[config.mk]
export PLATFORM = sky130hd
export DESIGN_NAME = hazardUnit
export DESIGN_NICKNAME = d
export VERILOG_FILES = /design/src/mipsPkg.sv /design/src/hazardUnit.sv
export SDC_FILE = /design/constraint.sdc
export NUM_CORES = 1
export LEC_CHECK = 0
export ABC_AREA = 1
export BUFFER_PORTS_ARGS = -buffer_cell sky130_fd_sc_hd__buf_4
export CORE_MARGIN = 5
export CORE_UTILIZATION = 40
export DETAILED_ROUTE_END_ITERATION = 16
export GPL_TIMING_DRIVEN = 0
export PLACE_DENSITY = 0.85
export REMOVE_ABC_BUFFERS = 1
export SYNTH_ARGS = -nofsm -noshare
export SYNTH_HDL_FRONTEND = slang
export SYNTH_SLANG_ARGS = --single-unit
[constraint.sdc]
create_clock -name vclk -period 0.8
set_input_delay 0.12 -clock vclk [all_inputs]
set_output_delay 0.12 -clock vclk [all_outputs]
set_load 0.01 [all_outputs]
[src/mipsPkg.sv]
package mipsPkg;

    // Datapath sizes
    localparam int dataWidth  = 32;
    localparam int regIdWidth = 5;
    localparam int regCount   = 32;

    // Fetch sequencing
    localparam logic [dataWidth-1:0] resetPc = 32'h004000a8;
    localparam logic [dataWidth-1:0] pcStep  = 32'd4;

    // Instruction field positions (MSB of each field)
    localparam int opMsb    = 31;
    localparam int rsMsb    = 25;
    localparam int rtMsb    = 20;
    localparam int rdMsb    = 15;
    localparam int shamtMsb = 10;
    localparam int immWidth = 16;

    // Kept primary opcodes
    typedef enum logic [5:0] {
        opRStyle = 6'h00,
        opAddi   = 6'h08,
        opAddiu  = 6'h09,
        opSlti   = 6'h0a,
        opSltiu  = 6'h0b,
        opAndi   = 6'h0c,
        opOri    = 6'h0d,
        opLui    = 6'h0f,
        opLw     = 6'h23,
        opSw     = 6'h2b
    } opcode_e;

    // Kept R-type function codes
    typedef enum logic [5:0] {
        functSll  = 6'h00,
        functSrl  = 6'h02,
        functSra  = 6'h03,
        functSllv = 6'h04,
        functSrlv = 6'h06,
        functSrav = 6'h07,
        functAdd  = 6'h20,
        functAddu = 6'h21,
        functSub  = 6'h22,
        functSubu = 6'h23,
        functAnd  = 6'h24,
        functOr   = 6'h25,
        functXor  = 6'h26,
        functNor  = 6'h27,
        functSlt  = 6'h2a
    } funct_e;

    // How EX picks its ALU operation
    typedef enum logic [1:0] {
        classAdd   = 2'b00,
        classSub   = 2'b01,
        classFunct = 2'b10,
        classImm   = 2'b11
    } aluClass_e;

    typedef enum logic [5:0] {
        aluAdd = 6'b000000,
        aluSub = 6'b000001,
        aluNor = 6'b010001,
        aluXor = 6'b010110,
        aluAnd = 6'b011000,
        aluLui = 6'b011010,
        aluOr  = 6'b011110,
        aluSll = 6'b100000,
        aluSrl = 6'b100001,
        aluSra = 6'b100011,
        aluLt  = 6'b110101
    } aluOp_e;

    // Operand source for the EX forwarding muxes
    typedef enum logic [1:0] {
        fromRegs = 2'b00,
        fromMem  = 2'b10,
        fromWb   = 2'b01
    } fwdSel_e;

endpackage

[src/hazardUnit.sv]
`timescale 1ns/1ns

module hazardUnit (
    input  logic [mipsPkg::regIdWidth-1:0] idRs,
    input  logic [mipsPkg::regIdWidth-1:0] idRt,
    input  logic [mipsPkg::regIdWidth-1:0] exRs,
    input  logic [mipsPkg::regIdWidth-1:0] exRt,
    input  logic [mipsPkg::regIdWidth-1:0] memDest,
    input  logic [mipsPkg::regIdWidth-1:0] wbDest,
    input  logic                           exMemRead,
    input  logic                           memRegWrite,
    input  logic                           wbRegWrite,
    output mipsPkg::fwdSel_e               fwdA,
    output mipsPkg::fwdSel_e               fwdB,
    output logic                           stall
);
    import mipsPkg::*;

    // Newest producer wins, register 0 is never forwarded
    function automatic fwdSel_e pickSource(input logic [regIdWidth-1:0] src);
        fwdSel_e sel;
        sel = fromRegs;
        if (memRegWrite && memDest != '0 && memDest == src) begin
            sel = fromMem;
        end else if (wbRegWrite && wbDest != '0 && wbDest == src) begin
            sel = fromWb;
        end
        return sel;
    endfunction

    assign fwdA = pickSource(exRs);
    assign fwdB = pickSource(exRt);

    // Load in EX feeding the instruction in ID
    assign stall = exMemRead && (exRt != '0) && ((exRt == idRs) || (exRt == idRt));

endmodule

==> results.tsv <==
metric	value	unit
status	complete, but fails checks	
failing checks	negative setup slack	
DRC viols	0	
Max transition margin	87.1	%
P_int	0.000253	W
site row count	13	
worst path cell trace	buf_8 > nor2_4 > nand3_2 > o21ai_2 > nor2_2 > nor2_1 > buf_4	
arrival time worst endpoint	0.90	ns
first-pass GRT wire length	2.68	mm
DPL Wire Length	1.46	mm
Final Hold Vio Count	0	
post-synthesis instance total	121	
# clk buffers	0	
sequential fraction of design power	0	%
Max Freq	976	MHz
initial antenna violation count	0	
multi-input logic area	482	µm²
sw frac	45.5	%
critical path's slowest cell	o21ai_2	
Final #Nets	194	
FF/Latch Area	0	µm²
post-DR vias/cell	4.69	
cell family with most CP delay	simple AND/OR/NAND/NOR gates	
fraction of layout cells with a size suffix above 1	35.2	%
synthesized area per cell	4.49	µm²
diodes inserted	0	
Antenna Nets Post-Route	0	
area delta synth->final	75.1	%
Least-Margin Pin Slew	0.192	ns
placed cell area	842	µm²
final setup fails	5	
switching pwr	0.000212	W
Worst Path Required	0.68	ns
DR pass1 iterations	4	
maxcap violations	0	
WL per Instance	9.89	µm
gpl congestion	0.913	
kind of start point of the critical path	input port	
Worst Path Class, Setup	input port to primary output	
Post-Synthesis Cell Area	543	µm²
Max stage delay on crit path	0.15	ns
core area	0.00128	mm²
Initial DRC Count	22	
DR vias	816	
hold crit path type	input port to primary output	
critical path peak fanout	4	
setup TNS	-0.822	ns
leak pwr	0.558	nW
VDD IR-drop max	266	µV
Tot GR Track Use	15.7	%
element type at the critical path end	primary output	
CP bufs+invs	2	
yosys warns	0	
PnR worst setup slack	-0.224	ns
Pwr Total	0.000465	W
gr ovfl total	0	
combinational fraction of design power	100.0	%
commonest non-fill, non-tap cell in the layout	nand2_1	
part of the Yosys area used for sequential elements	0	%
die width	46.8	µm
port buffer count	38	
RSZ-0062 raised after global routing	true	
final WL	1.72	mm
dpl cells	173	
vias in the first global route	720	
design area	951	µm²
die area	0.00219	mm²
largest net degree at the start of global routing	7	
die height	46.8	µm
fill cell count	120	
Ports	38	
Post-Layout Cell Count	174	
pwr/cell area	489	mW/mm²
max-slew violation count	0	
Tcrit/Tclk final	128	%
Initial Utilization	42.3	%
most frequent cells in the layout	nand2_1 (51), buf_4 (31), nor2_1 (17)	
minimum clock period	1.02	ns
unique cell type count in the Yosys netlist	13	
FF+latch count	0	
dpl ws	-0.247	ns
power share of the clock group	0	%
power groups by stage:
stage | clock, W | sequential [W] | combinational (W)
finish | 0 | 0 | 0.000465
global route | 0 | 0 | 0.000512
CTS | 0 | 0 | 0.000444
detailed placement | 0 | 0 | 0.000404
global placement | 0 | 0 | 0.000396
floorplan | 0 | 0 | 0.000193
worst paths after layout:
| kind | start | end | cells after the start | slack (ns) |
|---|---|---|---|---|
| hold / removal | exMemRead | stall | 4 | 0.60 |
| setup / recovery | memDest[0] | fwdB[0] | 7 | -0.22 |
synthesized netlist by cell type (all sizes together):
master,instances,area share (%)
nand2,55,38
inv,22,15
nor2,19,14
xnor2,10,16
nand3,6,5.5
xor2,3,4.8
nand4,2,2.3
o21ai,2,2.5
a21oi,1,0.92
buf,1,0.92
area by class of cell:
cell class / count / share of cell area [%]
repair buffers: 39 / 36.8
inverters: 22 / 10.5
multi-input cells: 98 / 50.7
well taps: 15 / 1.97
logic make-up after synthesis:
kind of cell / share of synthesized area, %
and+or+nand+nor: 59.4
buffers and inverters: 16.1
xor gates and xnor gates: 21.0
AOI/OAI and AO/OA: 3.45
worst min-delay path: cells and delay by family:
kind | cells | cell delay, ns
buffers and inverters | 2 | 0.23
AO/OA/AOI/OAI | 2 | 0.12
repair_timing:
item                       in CTS  in global routing
cloned                          0                  0
pin swaps                      10                 11
hold buffers                    0                  0
setup buffers                   1                  0
gates resized for setup        22                 12
setup endpoints to repair       5                  5
routing by layer:
| layer | routed length (µm) | share of wire (%) | vias to the layer above | global-route usage (%) |
|---|---|---|---|---|
| met5 | 0 | 0 | - | 0 |
| met4 | 14 | 0.81 | 0 | 1.66 |
| met3 | 108 | 6.3 | 2 | 1.15 |
| met2 | 917 | 53 | 27 | 30.6 |
| met1 | 680 | 40 | 352 | 19.1 |
| li1 | - | - | 435 | - |
stage by stage:
step / util [%] / hold WS [ns]
6_report: 74.0 / 0.598
5_1_grt: 74.0 / 0.612
4_1_cts: 71.2 / 0.583
3_5_place_dp: 65.5 / 0.578
3_3_place_gp: 65.5 / 0.583
2_1_floorplan: - / 0.343
(Power assumes the default switching activity.)
