## src/mipsPkg.sv

```systemverilog
package mipsPkg;

    // Datapath sizes
    localparam int dataWidth  = 32;
    localparam int regIdWidth = 5;
    localparam int regCount   = 32;

    // Fetch sequencing
    localparam logic [dataWidth-1:0] resetPc = 32'h004000a8;
    localparam logic [dataWidth-1:0] pcStep  = 32'd4;

    // Instruction field positions (MSB of each field)
    localparam int opMsb    = 31;
    localparam int rsMsb    = 25;
    localparam int rtMsb    = 20;
    localparam int rdMsb    = 15;
    localparam int shamtMsb = 10;
    localparam int immWidth = 16;

    // Kept primary opcodes
    typedef enum logic [5:0] {
        opRStyle = 6'h00,
        opAddi   = 6'h08,
        opAddiu  = 6'h09,
        opSlti   = 6'h0a,
        opSltiu  = 6'h0b,
        opAndi   = 6'h0c,
        opOri    = 6'h0d,
        opLui    = 6'h0f,
        opLw     = 6'h23,
        opSw     = 6'h2b
    } opcode_e;

    // Kept R-type function codes
    typedef enum logic [5:0] {
        functSll  = 6'h00,
        functSrl  = 6'h02,
        functSra  = 6'h03,
        functSllv = 6'h04,
        functSrlv = 6'h06,
        functSrav = 6'h07,
        functAdd  = 6'h20,
        functAddu = 6'h21,
        functSub  = 6'h22,
        functSubu = 6'h23,
        functAnd  = 6'h24,
        functOr   = 6'h25,
        functXor  = 6'h26,
        functNor  = 6'h27,
        functSlt  = 6'h2a
    } funct_e;

    // How EX picks its ALU operation
    typedef enum logic [1:0] {
        classAdd   = 2'b00,
        classSub   = 2'b01,
        classFunct = 2'b10,
        classImm   = 2'b11
    } aluClass_e;

    typedef enum logic [5:0] {
        aluAdd = 6'b000000,
        aluSub = 6'b000001,
        aluNor = 6'b010001,
        aluXor = 6'b010110,
        aluAnd = 6'b011000,
        aluLui = 6'b011010,
        aluOr  = 6'b011110,
        aluSll = 6'b100000,
        aluSrl = 6'b100001,
        aluSra = 6'b100011,
        aluLt  = 6'b110101
    } aluOp_e;

    // Operand source for the EX forwarding muxes
    typedef enum logic [1:0] {
        fromRegs = 2'b00,
        fromMem  = 2'b10,
        fromWb   = 2'b01
    } fwdSel_e;

endpackage

```

## src/mainDecoder.sv

```systemverilog
`timescale 1ns/1ns

module mainDecoder (
    input  mipsPkg::opcode_e   opcode,
    output logic               regDst,
    output logic               regWrite,
    output logic               aluSrcImm,
    output logic               memRead,
    output logic               memWrite,
    output logic               memToReg,
    output mipsPkg::aluClass_e aluClass
);
    import mipsPkg::*;

    always_comb begin
        // Unknown opcodes fall through as a no-op
        regDst    = 1'b0;
        regWrite  = 1'b0;
        aluSrcImm = 1'b0;
        memRead   = 1'b0;
        memWrite  = 1'b0;
        memToReg  = 1'b0;
        aluClass  = classAdd;

        case (opcode)
            opRStyle: begin
                // Result to rd, operation from funct
                regDst   = 1'b1;
                regWrite = 1'b1;
                aluClass = classFunct;
            end
            opLw: begin
                regWrite  = 1'b1;
                aluSrcImm = 1'b1;
                memRead   = 1'b1;
                memToReg  = 1'b1;
                aluClass  = classAdd;
            end
            opSw: begin
                aluSrcImm = 1'b1;
                memWrite  = 1'b1;
                aluClass  = classAdd;
            end
            opLui, opAddi, opAddiu, opAndi, opOri, opSlti, opSltiu: begin
                // Immediate ops write rt
                regWrite  = 1'b1;
                aluSrcImm = 1'b1;
                aluClass  = classImm;
            end
            default: begin
                regWrite = 1'b0;
            end
        endcase
    end

endmodule

```

## config.mk

```make
export PLATFORM = sky130hd
export DESIGN_NAME = mainDecoder
export DESIGN_NICKNAME = d
export VERILOG_FILES = /design/src/mipsPkg.sv /design/src/mainDecoder.sv
export SDC_FILE = /design/constraint.sdc
export NUM_CORES = 1
export LEC_CHECK = 0
export ABC_AREA = 1
export BUFFER_PORTS_ARGS = -buffer_cell sky130_fd_sc_hd__buf_2
export CAP_MARGIN = 20
export CORE_AREA = 2 2 39 41
export DETAILED_ROUTE_END_ITERATION = 16
export DIE_AREA = 0 0 41 43
export GPL_TIMING_DRIVEN = 0
export PLACE_DENSITY = 0.32
export SLEW_MARGIN = 10
export SYNTH_ARGS = -nofsm -noshare
export SYNTH_HDL_FRONTEND = slang
export SYNTH_SLANG_ARGS = --single-unit
export TNS_END_PERCENT = 10
```

## constraint.sdc

```tcl
create_clock -name vclk -period 0.8
set_input_delay 0.12 -clock vclk [all_inputs]
set_output_delay 0.12 -clock vclk [all_outputs]
set_load 0.005 [all_outputs]
```

==> results by group <==
Run status
  • Status: finished clean

Detailed routing
  • Routed WL: 344 um
  • 1st-iter DRT viols: 3
  • Final ANT Viol Nets: 0
  • Vias/cell: 3.314
  • DR vias: 169
  • Drt drc: 0
  • Pre-antenna DRT Iters: 2
  • DR WL/cell: 6.745 um

Timing
  • Slew margin rel.: 91.20%
  • Final Max Tran Viols: 0
  • Worst Max-Slew Pin Slew: 0.1315 ns
  • Worst Hold Slack: 0.5339 ns
  • Fin. Hold Viols: 0
  • Final WS setup: 0.02754 ns
  • Final setup viols: 0
  • Min Tclk post-route: 0.7725 ns
  • RSZ-0062 raised after global routing: true
  • Fin crit share: 96.56%
  • Fmax: 1295 MHz

Final layout
  • Reg area: 0 um2
  • FILL cells: 171
  • # nets final: 43
  • Sequential cells: 0
  • Synth-to-Final Area Change: 155.6%
  • Share of cells above drive strength 1: 68.57%
  • # diodes: 0
  • Clock Buffer Count: 0
  • Design area: 259.0 um2

Logic synthesis
  • Top cells by count, synth: inv_1 (7), nand3_1 (5), nand2_1 (3), nor2_1 (3), nor2_2 (2)
  • Count leader, synth: inv_1
  • Syn Std Cell Area: 101.3 um2
  • Synthesized area per cell: 4.607 um2
  • Mapped Cells: 22
  • Ys Warns: 0
  • Yosys top cell area share: 25.93%
  • Yosys cell types: 7
  • Syn_nets: 28
  • Cell taking the most area after synthesis: inv_1
  • Top post-synthesis cells by area: inv_1 (26%), nand3_1 (25%), nor2_2 (12%)
  • Post-synthesis sequential area ratio: 0%

GRT
  • Largest net degree at the start of global routing: 5
  • Initial antenna violation count: 0
  • GRT overflow: 0
  • Number of global-route vias before repair: 136
  • Tot GR Track Use: 3.497%
  • First-pass GRT wire length: 469 um

Clocking
  • Post-CTS setup buffers: 0
  • Post-CTS Hold Fix Bufs: 0

Die
  • Die height: 43 um
  • Top-level I/O count: 14
  • Die Area: 1763 um2
  • Row count: 14
  • Die X-Extent: 41 um
  • Area of the core: 1384 um2
  • Starting density of the core: 7.324%

Worst setup path
  • Cell mode on critical path: buf_2
  • Crit Path Max Fanout: 3
  • Slowest Stage Delay on Critical Path: 0.12 ns
  • Required @ worst endpoint: 0.68 ns
  • CP cell instances: buf_2, nor2_1, nand3_2, nand3_1, buf_2
  • Crit end category: output pin
  • Critical setup path kind: input port to output pin
  • CP startpoint kind: input port
  • Max stage delay cell, worst path: nor2_1
  • Worst EP arrival: 0.65 ns

Placed design
  • GPL Wtd Cong: 0.5756
  • Setup WS pre-CTS: -0.07878 ns
  • Buffers added on ports: 14
  • Placed cell area: 191.4 um2

Power
  • Leak: 0.1662 nW
  • Pwr per Cell Area: 357.8 nW/um2
  • Worst vdd ir: 68.18 uV

Hold path
  • Worst hold path depth: 4
  • Worst Hold Class: input port to output pin
  • Hold Path End: memWrite
  • Worst hold start: opcode[3]

Job
  • Max Cap Violations: 0
-- cell type report --
type / instances / area (um2) / share of cell area, %
inverters: 7 / 26.28 / 10.14
multi-input cells: 14 / 105.1 / 40.58
well taps: 16 / 20.02 / 7.729
repair buffers: 14 / 107.6 / 41.55
-- power breakdown --
part	internal, W	leakage, nW	switching [W]
Sequential	0	0	0
Combinational	0.0000496	0.166	0.0000430
Clock	0	0	0
-- through the flow --
stage	power, W	setup TNS, ns	cells	utilization [%]
after global routing	0.0001010	-0.01956	51	18.72
after detailed placement	0.00005993	-0.3058	52	13.83
after CTS	0.00008626	0	52	17.99
after global placement	0.00005991	-0.2919	52	13.83
after floorplan	0.00002523	0	22	-
final	0.00009268	0	51	18.72
-- timing repair --
action	in CTS	in global routing
endpoints found under the hold margin	0	0
pin swaps	4	3
resized for setup	16	5
setup endpoints to repair	6	6
-- layout by cell type, fill, tap and decap left out, drive strengths merged --
cell,instances
nand3,5
buf,14
nand2,3
inv,7
nand3b,1
nor2,5
-- critical path: cells and delay by family --
| family | cells | cell delay [ns] |
|---|---|---|
| and+or+nand+nor | 3 | 0.32 |
| buffers and inverters | 2 | 0.22 |
-- cells by family (layout without fill, tap and decap cells) --
kind of cell,after synthesis,count (layout),share of synthesized area (%)
buffers and inverters,8,21,33.34
AND/OR/NAND/NOR,14,14,66.66
-- layer usage --
metal	wire length, um	global-route usage (%)	up-vias	share of wire [%]
li1	-	-	90	-
met1	137	4.430	71	40
met2	179	6.563	8	52
met3	27	0	0	7.8
met4	0	0	0	0
met5	0	0	-	0
-- worst max path at each step --
stage               startpoint        to  slack [ns]  depth (start not counted)
global placement     opcode[5]  regWrite       -0.08                          5
CTS                  opcode[4]  memToReg      0.0006                          6
floorplan            opcode[5]  memToReg        0.18                          5
finish               opcode[0]  regWrite        0.03                          5
detailed placement   opcode[5]  regWrite       -0.08                          5
global route         opcode[0]  regWrite       -0.01                          5
(Power assumes the default switching activity.)
