<file path="config.mk">
export PLATFORM = sky130hd
export DESIGN_NAME = aluDecoder
export DESIGN_NICKNAME = d
export VERILOG_FILES = /design/src/mipsPkg.sv /design/src/aluDecoder.sv
export SDC_FILE = /design/constraint.sdc
export NUM_CORES = 1
export LEC_CHECK = 0
export ABC_AREA = 1
export ABC_CLOCK_PERIOD_IN_PS = 800
export BUFFER_PORTS_ARGS = -buffer_cell sky130_fd_sc_hd__buf_2
export CAP_MARGIN = 20
export CORE_AREA = 3 3 40 42
export DETAILED_ROUTE_END_ITERATION = 10
export DIE_AREA = 0 0 43 45
export SLEW_MARGIN = 20
export SYNTH_ARGS = -nofsm -noshare
export SYNTH_HDL_FRONTEND = slang
export SYNTH_SLANG_ARGS = --single-unit
</file>
<file path="constraint.sdc">
create_clock -name vclk -period 0.8
set_input_delay 0.04 -clock vclk [all_inputs]
set_output_delay 0.04 -clock vclk [all_outputs]
set_load 0.01 [all_outputs]
</file>
<file path="src/mipsPkg.sv">
package mipsPkg;

    // Datapath sizes
    localparam int dataWidth  = 32;
    localparam int regIdWidth = 5;
    localparam int regCount   = 32;

    // Fetch sequencing
    localparam logic [dataWidth-1:0] resetPc = 32'h004000a8;
    localparam logic [dataWidth-1:0] pcStep  = 32'd4;

    // Instruction field positions (MSB of each field)
    localparam int opMsb    = 31;
    localparam int rsMsb    = 25;
    localparam int rtMsb    = 20;
    localparam int rdMsb    = 15;
    localparam int shamtMsb = 10;
    localparam int immWidth = 16;

    // Kept primary opcodes
    typedef enum logic [5:0] {
        opRStyle = 6'h00,
        opAddi   = 6'h08,
        opAddiu  = 6'h09,
        opSlti   = 6'h0a,
        opSltiu  = 6'h0b,
        opAndi   = 6'h0c,
        opOri    = 6'h0d,
        opLui    = 6'h0f,
        opLw     = 6'h23,
        opSw     = 6'h2b
    } opcode_e;

    // Kept R-type function codes
    typedef enum logic [5:0] {
        functSll  = 6'h00,
        functSrl  = 6'h02,
        functSra  = 6'h03,
        functSllv = 6'h04,
        functSrlv = 6'h06,
        functSrav = 6'h07,
        functAdd  = 6'h20,
        functAddu = 6'h21,
        functSub  = 6'h22,
        functSubu = 6'h23,
        functAnd  = 6'h24,
        functOr   = 6'h25,
        functXor  = 6'h26,
        functNor  = 6'h27,
        functSlt  = 6'h2a
    } funct_e;

    // How EX picks its ALU operation
    typedef enum logic [1:0] {
        classAdd   = 2'b00,
        classSub   = 2'b01,
        classFunct = 2'b10,
        classImm   = 2'b11
    } aluClass_e;

    typedef enum logic [5:0] {
        aluAdd = 6'b000000,
        aluSub = 6'b000001,
        aluNor = 6'b010001,
        aluXor = 6'b010110,
        aluAnd = 6'b011000,
        aluLui = 6'b011010,
        aluOr  = 6'b011110,
        aluSll = 6'b100000,
        aluSrl = 6'b100001,
        aluSra = 6'b100011,
        aluLt  = 6'b110101
    } aluOp_e;

    // Operand source for the EX forwarding muxes
    typedef enum logic [1:0] {
        fromRegs = 2'b00,
        fromMem  = 2'b10,
        fromWb   = 2'b01
    } fwdSel_e;

endpackage

</file>
<file path="src/aluDecoder.sv">
`timescale 1ns/1ns

module aluDecoder (
    input  mipsPkg::aluClass_e aluClass,
    input  mipsPkg::opcode_e   opcode,
    input  mipsPkg::funct_e    funct,
    output mipsPkg::aluOp_e    aluOp,
    output logic               signedOp,
    output logic               useShamt
);
    import mipsPkg::*;

    always_comb begin
        aluOp    = aluAdd;
        signedOp = 1'b0;
        useShamt = 1'b0;

        case (aluClass)
            classAdd: aluOp = aluAdd;
            classSub: aluOp = aluSub;
            classFunct: begin
                case (funct)
                    functAdd:  signedOp = 1'b1;
                    functAddu: aluOp = aluAdd;
                    functSub: begin
                        aluOp    = aluSub;
                        signedOp = 1'b1;
                    end
                    functSubu: aluOp = aluSub;
                    functAnd:  aluOp = aluAnd;
                    functOr:   aluOp = aluOr;
                    functXor:  aluOp = aluXor;
                    functNor:  aluOp = aluNor;
                    functSlt: begin
                        aluOp    = aluLt;
                        signedOp = 1'b1;
                    end
                    // Variable shifts take the amount from rs
                    functSllv: aluOp = aluSll;
                    functSrlv: aluOp = aluSrl;
                    functSrav: aluOp = aluSra;
                    functSll: begin
                        aluOp    = aluSll;
                        useShamt = 1'b1;
                    end
                    functSrl: begin
                        aluOp    = aluSrl;
                        useShamt = 1'b1;
                    end
                    functSra: begin
                        aluOp    = aluSra;
                        useShamt = 1'b1;
                    end
                    default: aluOp = aluAdd;
                endcase
            end
            default: begin
                case (opcode)
                    opAddi:  signedOp = 1'b1;
                    opAndi:  aluOp = aluAnd;
                    opOri:   aluOp = aluOr;
                    opSlti: begin
                        aluOp    = aluLt;
                        signedOp = 1'b1;
                    end
                    opSltiu: aluOp = aluLt;
                    opLui:   aluOp = aluLui;
                    default: aluOp = aluAdd;
                endcase
            end
        endcase
    end

endmodule

</file>
==> impl_metrics.yaml <==
detailed_routing:
  drc: 0
  dr_total_vias: 534
  routedWlPerCell_um: 10.4
  first_pass_iters: 2
  vias_per_cell: 4.56
  drt_first_iter_violations: 2
  ant_nets: 0
  wirelength_mm: 1.22
setup_path:
  critical-path-slowest-cell: "nand4_2"
  arrival_ns: 0.79
  path_class: "in2out"
  slowest_delay_ns: 0.14
  crit_fanout: 4
  cpMostUsedCell: "nand2_1"
  startpoint_type: "input port"
  endpoint_kind: "output port"
  worstPathCellList: "buf_4, inv_4, nor2_4, nand4_2, o21ai_1, nand2_1, nand2_1, buf_2"
  critical_path_required_ns: 0.76
timing:
  hold_violations: 0
  finalSetupViolCount: 4
  final_max_slew_viol_count: 0
  finalCritPeriodShare_pct: 104
  fin_ws_ns: -0.0348
  rsz0062_at_grt: "true"
  fin_crit_ns: 0.835
  slew-limit-headroom_pct: 87.8
  max_freq_mhz: 1200
  tightestPinTransition_ns: 0.183
finish:
  finalInstanceArea_um2: 749
  nClkBuffers: 0
  final_cell_mix: "nand2_1, buf_2, buf_4"
  layout_commonest_cell: "nand2_1"
  final_core_util_pct: 58.3
  multiInputGateArea_um2: 392
  nets: 118
  syn_to_final_growth_pct: 121
  nFillCells: 128
  ff_latch_area_um2: 0
  drive_gt1_share_pct: 66.7
  diodes: 0
  flops_and_latches: 0
die:
  die_h_um: 45
  io_pins: 22
  rows: 13
  start_util_pct: 26.4
  die_w_um: 43
  core_um2: 1280
  die_area_um2: 1940
pwr:
  vdd_drop_max_uv: 183
  leakagePower_nw: 0.375
  power_density_nw_per_um2: 423
run_status:
  status: "finished, violations left"
  violations: "setup timing"
global_routing:
  overflow: 0
  grt_max_degree: 5
  grt_usage_pct: 12.4
  grt_pass1_wl_mm: 1.93
  grt_antenna_before_repair: 0
  grt_pass1_vias: 487
logic_synthesis:
  synthCells: 68
  synthesis.area_um2: 339
  yosys_warnings: 0
  synth.distinct_cells: 20
  ys_seq_area_share_pct: 0
  avgSynthCellArea_um2: 4.99
  syn_nets: 82
placed_design:
  port_buffers: 22
  dpl_cell_area_um2: 558
  place_congestion: 0.777
  dp_hpwl_um: 895
job:
  drv_cap: 0
hold_path:
  hold_path.class: "in2out"
what timing repair did:
action	CTS	global route
setup buffers	1	0
gates resized for setup	42	12
setup endpoints to repair	7	8
hold buffers	0	0
pin swaps	13	4
critical path: cells and delay by family:
| kind | cells | cell delay [ns] |
|---|---|---|
| simple gates | 4 | 0.36 |
| compound gates | 1 | 0.11 |
| buf+inv | 3 | 0.29 |
path summary, 6_finish.rpt:
path | slack (ns) | end | cells past startpoint | start
worst min-delay path | 0.38 | aluOp[0] | 4 | aluClass[0]
worst max-delay path | -0.03 | aluOp[5] | 8 | funct[1]
cells in the mapped netlist, drive strengths merged:
library cell | count | area (um^2)
o31ai | 1 | 7.51
inv | 12 | 45.1
nor3 | 2 | 15.0
nand4 | 2 | 18.8
nor2 | 12 | 67.6
o21ai | 5 | 28.8
nand2 | 25 | 98.8
nand3 | 5 | 25.0
a21oi | 1 | 5.00
o211ai | 1 | 7.51
o21bai | 1 | 7.51
nor4 | 1 | 12.5
layout make-up:
class              count  area share (%)
multi-input cells     56            52.3
inverters             12            8.68
repair buffers        34            36.6
well taps             15            2.50
logic make-up after synthesis:
| logic type | after synthesis | share of synthesized area (%) |
|---|---|---|
| AO/OA/AOI/OAI | 9 | 16.6 |
| buffers and inverters | 12 | 13.3 |
| AND/OR/NAND/NOR | 47 | 70.1 |
routing by layer:
metal / share of wire (%) / GRT usage [%] / vias to the layer above
met5: 0 / 0 / -
met4: 1.2 / 4.22 / 0
met3: 5.0 / 0.398 / 2
met2: 55 / 24.0 / 13
met1: 38 / 14.5 / 230
li1: - / - / 289
through the flow:
step	hold WS, ns	total power [W]	setup TNS [ns]	cells	setup WS [ns]
6_report	0.380	0.000317	-0.0636	117	-0.0348
5_1_grt	0.410	0.000343	-0.492	117	-0.0996
4_1_cts	0.378	0.000294	-0.0628	117	-0.0217
3_5_place_dp	0.376	0.000213	-0.372	117	-0.0782
3_3_place_gp	0.376	0.000212	-0.369	117	-0.0863
2_1_floorplan	0.114	0.0000915	0	68	0.138
report_power, final:
group          switching, W  internal, W
Sequential                0            0
Clock                     0            0
Combinational      0.000163     0.000154
Total              0.000163     0.000154
(Power assumes the default switching activity.)
