File: src/mipsPkg.sv
package mipsPkg;

    // Datapath sizes
    localparam int dataWidth  = 32;
    localparam int regIdWidth = 5;
    localparam int regCount   = 32;

    // Fetch sequencing
    localparam logic [dataWidth-1:0] resetPc = 32'h004000a8;
    localparam logic [dataWidth-1:0] pcStep  = 32'd4;

    // Instruction field positions (MSB of each field)
    localparam int opMsb    = 31;
    localparam int rsMsb    = 25;
    localparam int rtMsb    = 20;
    localparam int rdMsb    = 15;
    localparam int shamtMsb = 10;
    localparam int immWidth = 16;

    // Kept primary opcodes
    typedef enum logic [5:0] {
        opRStyle = 6'h00,
        opAddi   = 6'h08,
        opAddiu  = 6'h09,
        opSlti   = 6'h0a,
        opSltiu  = 6'h0b,
        opAndi   = 6'h0c,
        opOri    = 6'h0d,
        opLui    = 6'h0f,
        opLw     = 6'h23,
        opSw     = 6'h2b
    } opcode_e;

    // Kept R-type function codes
    typedef enum logic [5:0] {
        functSll  = 6'h00,
        functSrl  = 6'h02,
        functSra  = 6'h03,
        functSllv = 6'h04,
        functSrlv = 6'h06,
        functSrav = 6'h07,
        functAdd  = 6'h20,
        functAddu = 6'h21,
        functSub  = 6'h22,
        functSubu = 6'h23,
        functAnd  = 6'h24,
        functOr   = 6'h25,
        functXor  = 6'h26,
        functNor  = 6'h27,
        functSlt  = 6'h2a
    } funct_e;

    // How EX picks its ALU operation
    typedef enum logic [1:0] {
        classAdd   = 2'b00,
        classSub   = 2'b01,
        classFunct = 2'b10,
        classImm   = 2'b11
    } aluClass_e;

    typedef enum logic [5:0] {
        aluAdd = 6'b000000,
        aluSub = 6'b000001,
        aluNor = 6'b010001,
        aluXor = 6'b010110,
        aluAnd = 6'b011000,
        aluLui = 6'b011010,
        aluOr  = 6'b011110,
        aluSll = 6'b100000,
        aluSrl = 6'b100001,
        aluSra = 6'b100011,
        aluLt  = 6'b110101
    } aluOp_e;

    // Operand source for the EX forwarding muxes
    typedef enum logic [1:0] {
        fromRegs = 2'b00,
        fromMem  = 2'b10,
        fromWb   = 2'b01
    } fwdSel_e;

endpackage

File: src/regFile.sv
`timescale 1ns/1ns

module regFile (
    input  logic                           iClk,
    input  logic                           iRst_n,
    input  logic [mipsPkg::regIdWidth-1:0] readIdA,
    input  logic [mipsPkg::regIdWidth-1:0] readIdB,
    output logic [mipsPkg::dataWidth-1:0]  readDataA,
    output logic [mipsPkg::dataWidth-1:0]  readDataB,
    input  logic [mipsPkg::regIdWidth-1:0] writeId,
    input  logic [mipsPkg::dataWidth-1:0]  writeData,
    input  logic                           writeEn
);
    import mipsPkg::*;

    logic [dataWidth-1:0] regs [regCount];
    logic                 writeLive;

    // Register 0 never takes a write
    assign writeLive = writeEn && (writeId != '0);

    always_ff @(posedge iClk or negedge iRst_n) begin
        if (!iRst_n) begin
            for (int i = 0; i < regCount; i++) begin
                regs[i] <= '0;
            end
        end else if (writeLive) begin
            regs[writeId] <= writeData;
        end
    end

    // Write-through so ID sees the value WB is writing this cycle
    assign readDataA = (writeLive && writeId == readIdA) ? writeData : regs[readIdA];
    assign readDataB = (writeLive && writeId == readIdB) ? writeData : regs[readIdB];

endmodule

File: config.mk
export PLATFORM = sky130hd
export DESIGN_NAME = regFile
export DESIGN_NICKNAME = d
export VERILOG_FILES = /design/src/mipsPkg.sv /design/src/regFile.sv
export SDC_FILE = /design/constraint.sdc
export NUM_CORES = 2
export LEC_CHECK = 0
export ABC_AREA = 0
export CAP_MARGIN = 10
export CORE_UTILIZATION = 58
export CTS_BUF_LIST = sky130_fd_sc_hd__clkbuf_8 sky130_fd_sc_hd__clkbuf_16
export CTS_CLUSTER_SIZE = 8
export DETAILED_ROUTE_END_ITERATION = 10
export DONT_BUFFER_PORTS = 1
export MAX_ROUTING_LAYER = met4
export PLACE_DENSITY = 0.76
export SYNTH_ARGS = -nofsm -noshare
export SYNTH_HDL_FRONTEND = slang
export SYNTH_SLANG_ARGS = --single-unit
File: constraint.sdc
create_clock -name iClk -period 2.6 [get_ports iClk]
set_input_delay 0.52 -clock iClk [delete_from_list [all_inputs] [get_ports iClk]]
set_output_delay 0.52 -clock iClk [all_outputs]
set_load 0.03 [all_outputs]
==> summary.txt <==
Run status
  – Outcome: finished, violations left
  – Failing checks: hold timing, setup timing

Logic synthesis
  – Seq/Total Area, Yosys: 0.479
  – Syn avg cell area: ~15 µm²
  – Post-synthesis compound-gate area fraction: 0.0364
  – Leading area contributor after synthesis: dfrtp_1
  – Commonest cells in the netlist: dfrtp_1, mux2_2, mux4_2, mux2_1, o22ai_1
  – Main combinational cell family by area after synthesis: multiplexers
  – Syn nets: around 3,500
  – Post-synthesis adder-cell area fraction: 0
  – Prevailing post-synth register cell: dfrtp_1
  – Post-synthesis xor/xnor area fraction: 0.00164
  – Synthesis warning total: 0
  – Unique masters post-synth: 41
  – Top post-synthesis cells by area: dfrtp_1, mux4_2, mux2_2
  – Post-Syn Area: 0.0534 mm²
  – Top-area cell type share of the netlist area: 0.479
  – Synth Area in Simple Gates: 0.0207
  – Post-synth EDFFs: 0
  – Post-Synthesis Cells: about 3,500
  – Most common cell in the netlist: dfrtp_1
  – Ys async rst share: 1.00
  – Mux contribution to synthesized area: 0.426
  – Count of state elements after synthesis: 1,024

Final layout
  – N_diodes: 0
  – Post-route core utilization: 0.672
  – Nets: ~3,500
  – Fin cells: ~4,600
  – Top flop regs: regs (1024)
  – P&R area growth vs syn: 14.1%
  – Largest register FFs: approximately 1,000
  – Layout cell share with drive strength beyond 1: 0.506
  – Reg with most FFs: regs

Pwr
  – P_leak: between 0.02 and 0.03 µW
  – Power Dens Cells: between 700 and 800 mW/mm²
  – Total power: about 47,000 µW
  – Max VDD drop: 0.686 mV

Clock tree
  – CTS Hold Buffers Added: 32
  – Clock tree from TritonCTS: yes
  – Htree depth: 4
  – Clk_lat worst skew: 740 ps
  – Clock Pin Slew Worst Setup and Hold Paths: 50 ps
  – TritonCTS Sinks: between 1,000 and 1,500
  – Root Driver: clkbuf_16
  – Total CTS buffers: 146
  – Max Root-Sink Buffers: 3

GRT
  – Antenna violations before repair: 0
  – First-pass GRT wire length: between 200 and 250 mm
  – Total grt overflow: 0
  – Vias in the first global route: about 37,000
  – Largest net degree at the start of global routing: slightly above 1,000
  – Overall routing resource usage: 0.356

Setup path
  – Req. time, crit path: between 2000 and 2500 ps
  – WP data arrival: between 2000 and 3000 ps
  – Crit path capture type: output port
  – Startpoint types: register
  – Crit path kind: reg -> out
  – CP max FO: 2

Timing
  – Fin Setup TNS: -14,930 ps
  – Worst relative slew slack: 0.205
  – Layout Skew: 0 ps
  – Final hold violations: 262
  – Min Tclk post-route: a little over 3000 ps
  – Max Transition Viols Final: 0
  – Worst setup margin: -516 ps
  – Slew @ Worst Pin: ~1200 ps
  – Final setup violation count: 64
  – Final Cycle Share: 1.20
  – RSZ-0062 raised after global routing: yes
  – F_max: between 0.3 and 0.4 GHz
  – Fin Hold WS: -517 ps

Route
  – Post-route ant nets: 0
  – Starting DRT DRC Count: about 3,500
  – Met3 routed WL: 13.7 mm
  – Via/cell ratio: between 7 and 8
  – DR WL/cell: 34.3 µm
  – Uppermost layer routed: met4
  – Final Routed Wirelength: about 160 mm
  – Via Count: between 30,000 and 40,000
  – M1 WL: a little under 60 mm
  – TritonRoute pass-1 iters: 5
  – DR DRC count: 0
  – Met2 wire len: around 77 mm

Worst hold path
  – Hold Crit Class: in -> async

Floorplan
  – Row count: 110
  – Die area: between 0.09 and 0.1 mm²
  – Initial Util: 0.589
  – I/O pins: between 100 and 150
  – Core box area: 0.0907 mm²
  – Die height: 306 µm
  – Horiz. Die Dim: 306 µm

Flow run
  – Max-cap violations: 0

Placed design
  – Dpl cells: approximately 4,400
  – Placer Congestion: approximately 0.84
  – Buffers added on ports: 0
  – Detail Placement HPWL: ~86 mm
  – Place WS: -53.7 ps
[worst max-delay path: stages (launching register included)]
cell     delay, ps
dfrtp_1        400
mux4_2         490
mux4_2         470
nand2_2         80
nand3_2         80
mux2_4         340
[power breakdown]
group	switching, µW	internal (µW)
clock network	6650	10200
logic	3500	5690
registers	2260	19000
[area by class of cell]
type | instances | area, µm²
Fill cell | 5836 | 29700
Timing Repair Buffer | 189 | 2320
Clock buffer | 153 | 3820
Tap cell | 1176 | 1470
Sequential cell | 1024 | 25600
Inverter | 3 | 11.3
Clock inverter | 6 | 53.8
Multi-Input combinational cell | 2044 | 27700
[repair_timing]
action	4_1_cts	5_1_grt
buffers inserted	31	4
pin swaps	136	34
setup endpoints to repair	64	454
gates cloned	0	1
resized for setup	95	30
endpoints found under the hold margin	2016	262
[logic make-up (layout without fill, tap and decap cells)]
family / Yosys count / after routing
AO/OA/AOI/OAI: 320 / 320
XOR/XNOR: 10 / 10
buffers and inverters: 415 / 351
flip-flops: 1024 / 1024
multiplexers: 1510 / 1510
AND/OR/NAND/NOR: 204 / 204
[stage by stage]
stage | hold slack (ps) | cell area, µm²
final | -517 | 61000
after global routing | -538 | 61000
after CTS | -472 | 60600
after detailed placement | 315 | 55700
after global placement | 319 | 55700
after floorplan | 224 | 54800
[path summary, 6_finish.rpt]
check                                             from                endpoint  slack (ps)  depth (start not counted)
max in group asynchronous                       iRst_n   regs[973]$_DFFE_PN0P_         450                          3
worst min register to register  regs[1010]$_DFFE_PN0P_  regs[1010]$_DFFE_PN0P_         390                          0
min in group iClk                           writeId[2]   regs[670]$_DFFE_PN0P_         180                          3
worst min-delay path                            iRst_n   regs[863]$_DFFE_PN0P_        -520                          0
worst max-delay path             regs[606]$_DFFE_PN0P_           readDataA[30]        -520                          5
worst max register to register   regs[384]$_DFFE_PN0P_   regs[384]$_DFFE_PN0P_        1580                          3
[cells in the final DEF, fill, tap and decap left out, drive strengths merged, types with 2 or more instances in the layout]
cell type	n
a211oi	2
a221oi	2
and2	2
buf	156
clkbuf	154
dfrtp	1024
dlygate4sd3	32
inv	7
mux2	993
mux2i	6
mux4	511
nand2	83
nand3	10
nand3b	7
nor2	22
nor2b	3
nor3b	4
nor4	2
o21ai	62
o22ai	248
or3	3
or3b	2
or4	62
xnor2	6
xor2	4
[per-layer routing]
layer  vias up  global-route usage
li1      13413                   -
met1     18474               0.455
met2      1855               0.549
met3       480              0.0773
met4         0               0.165
met5         -                   -
(Power assumes the default switching activity.)
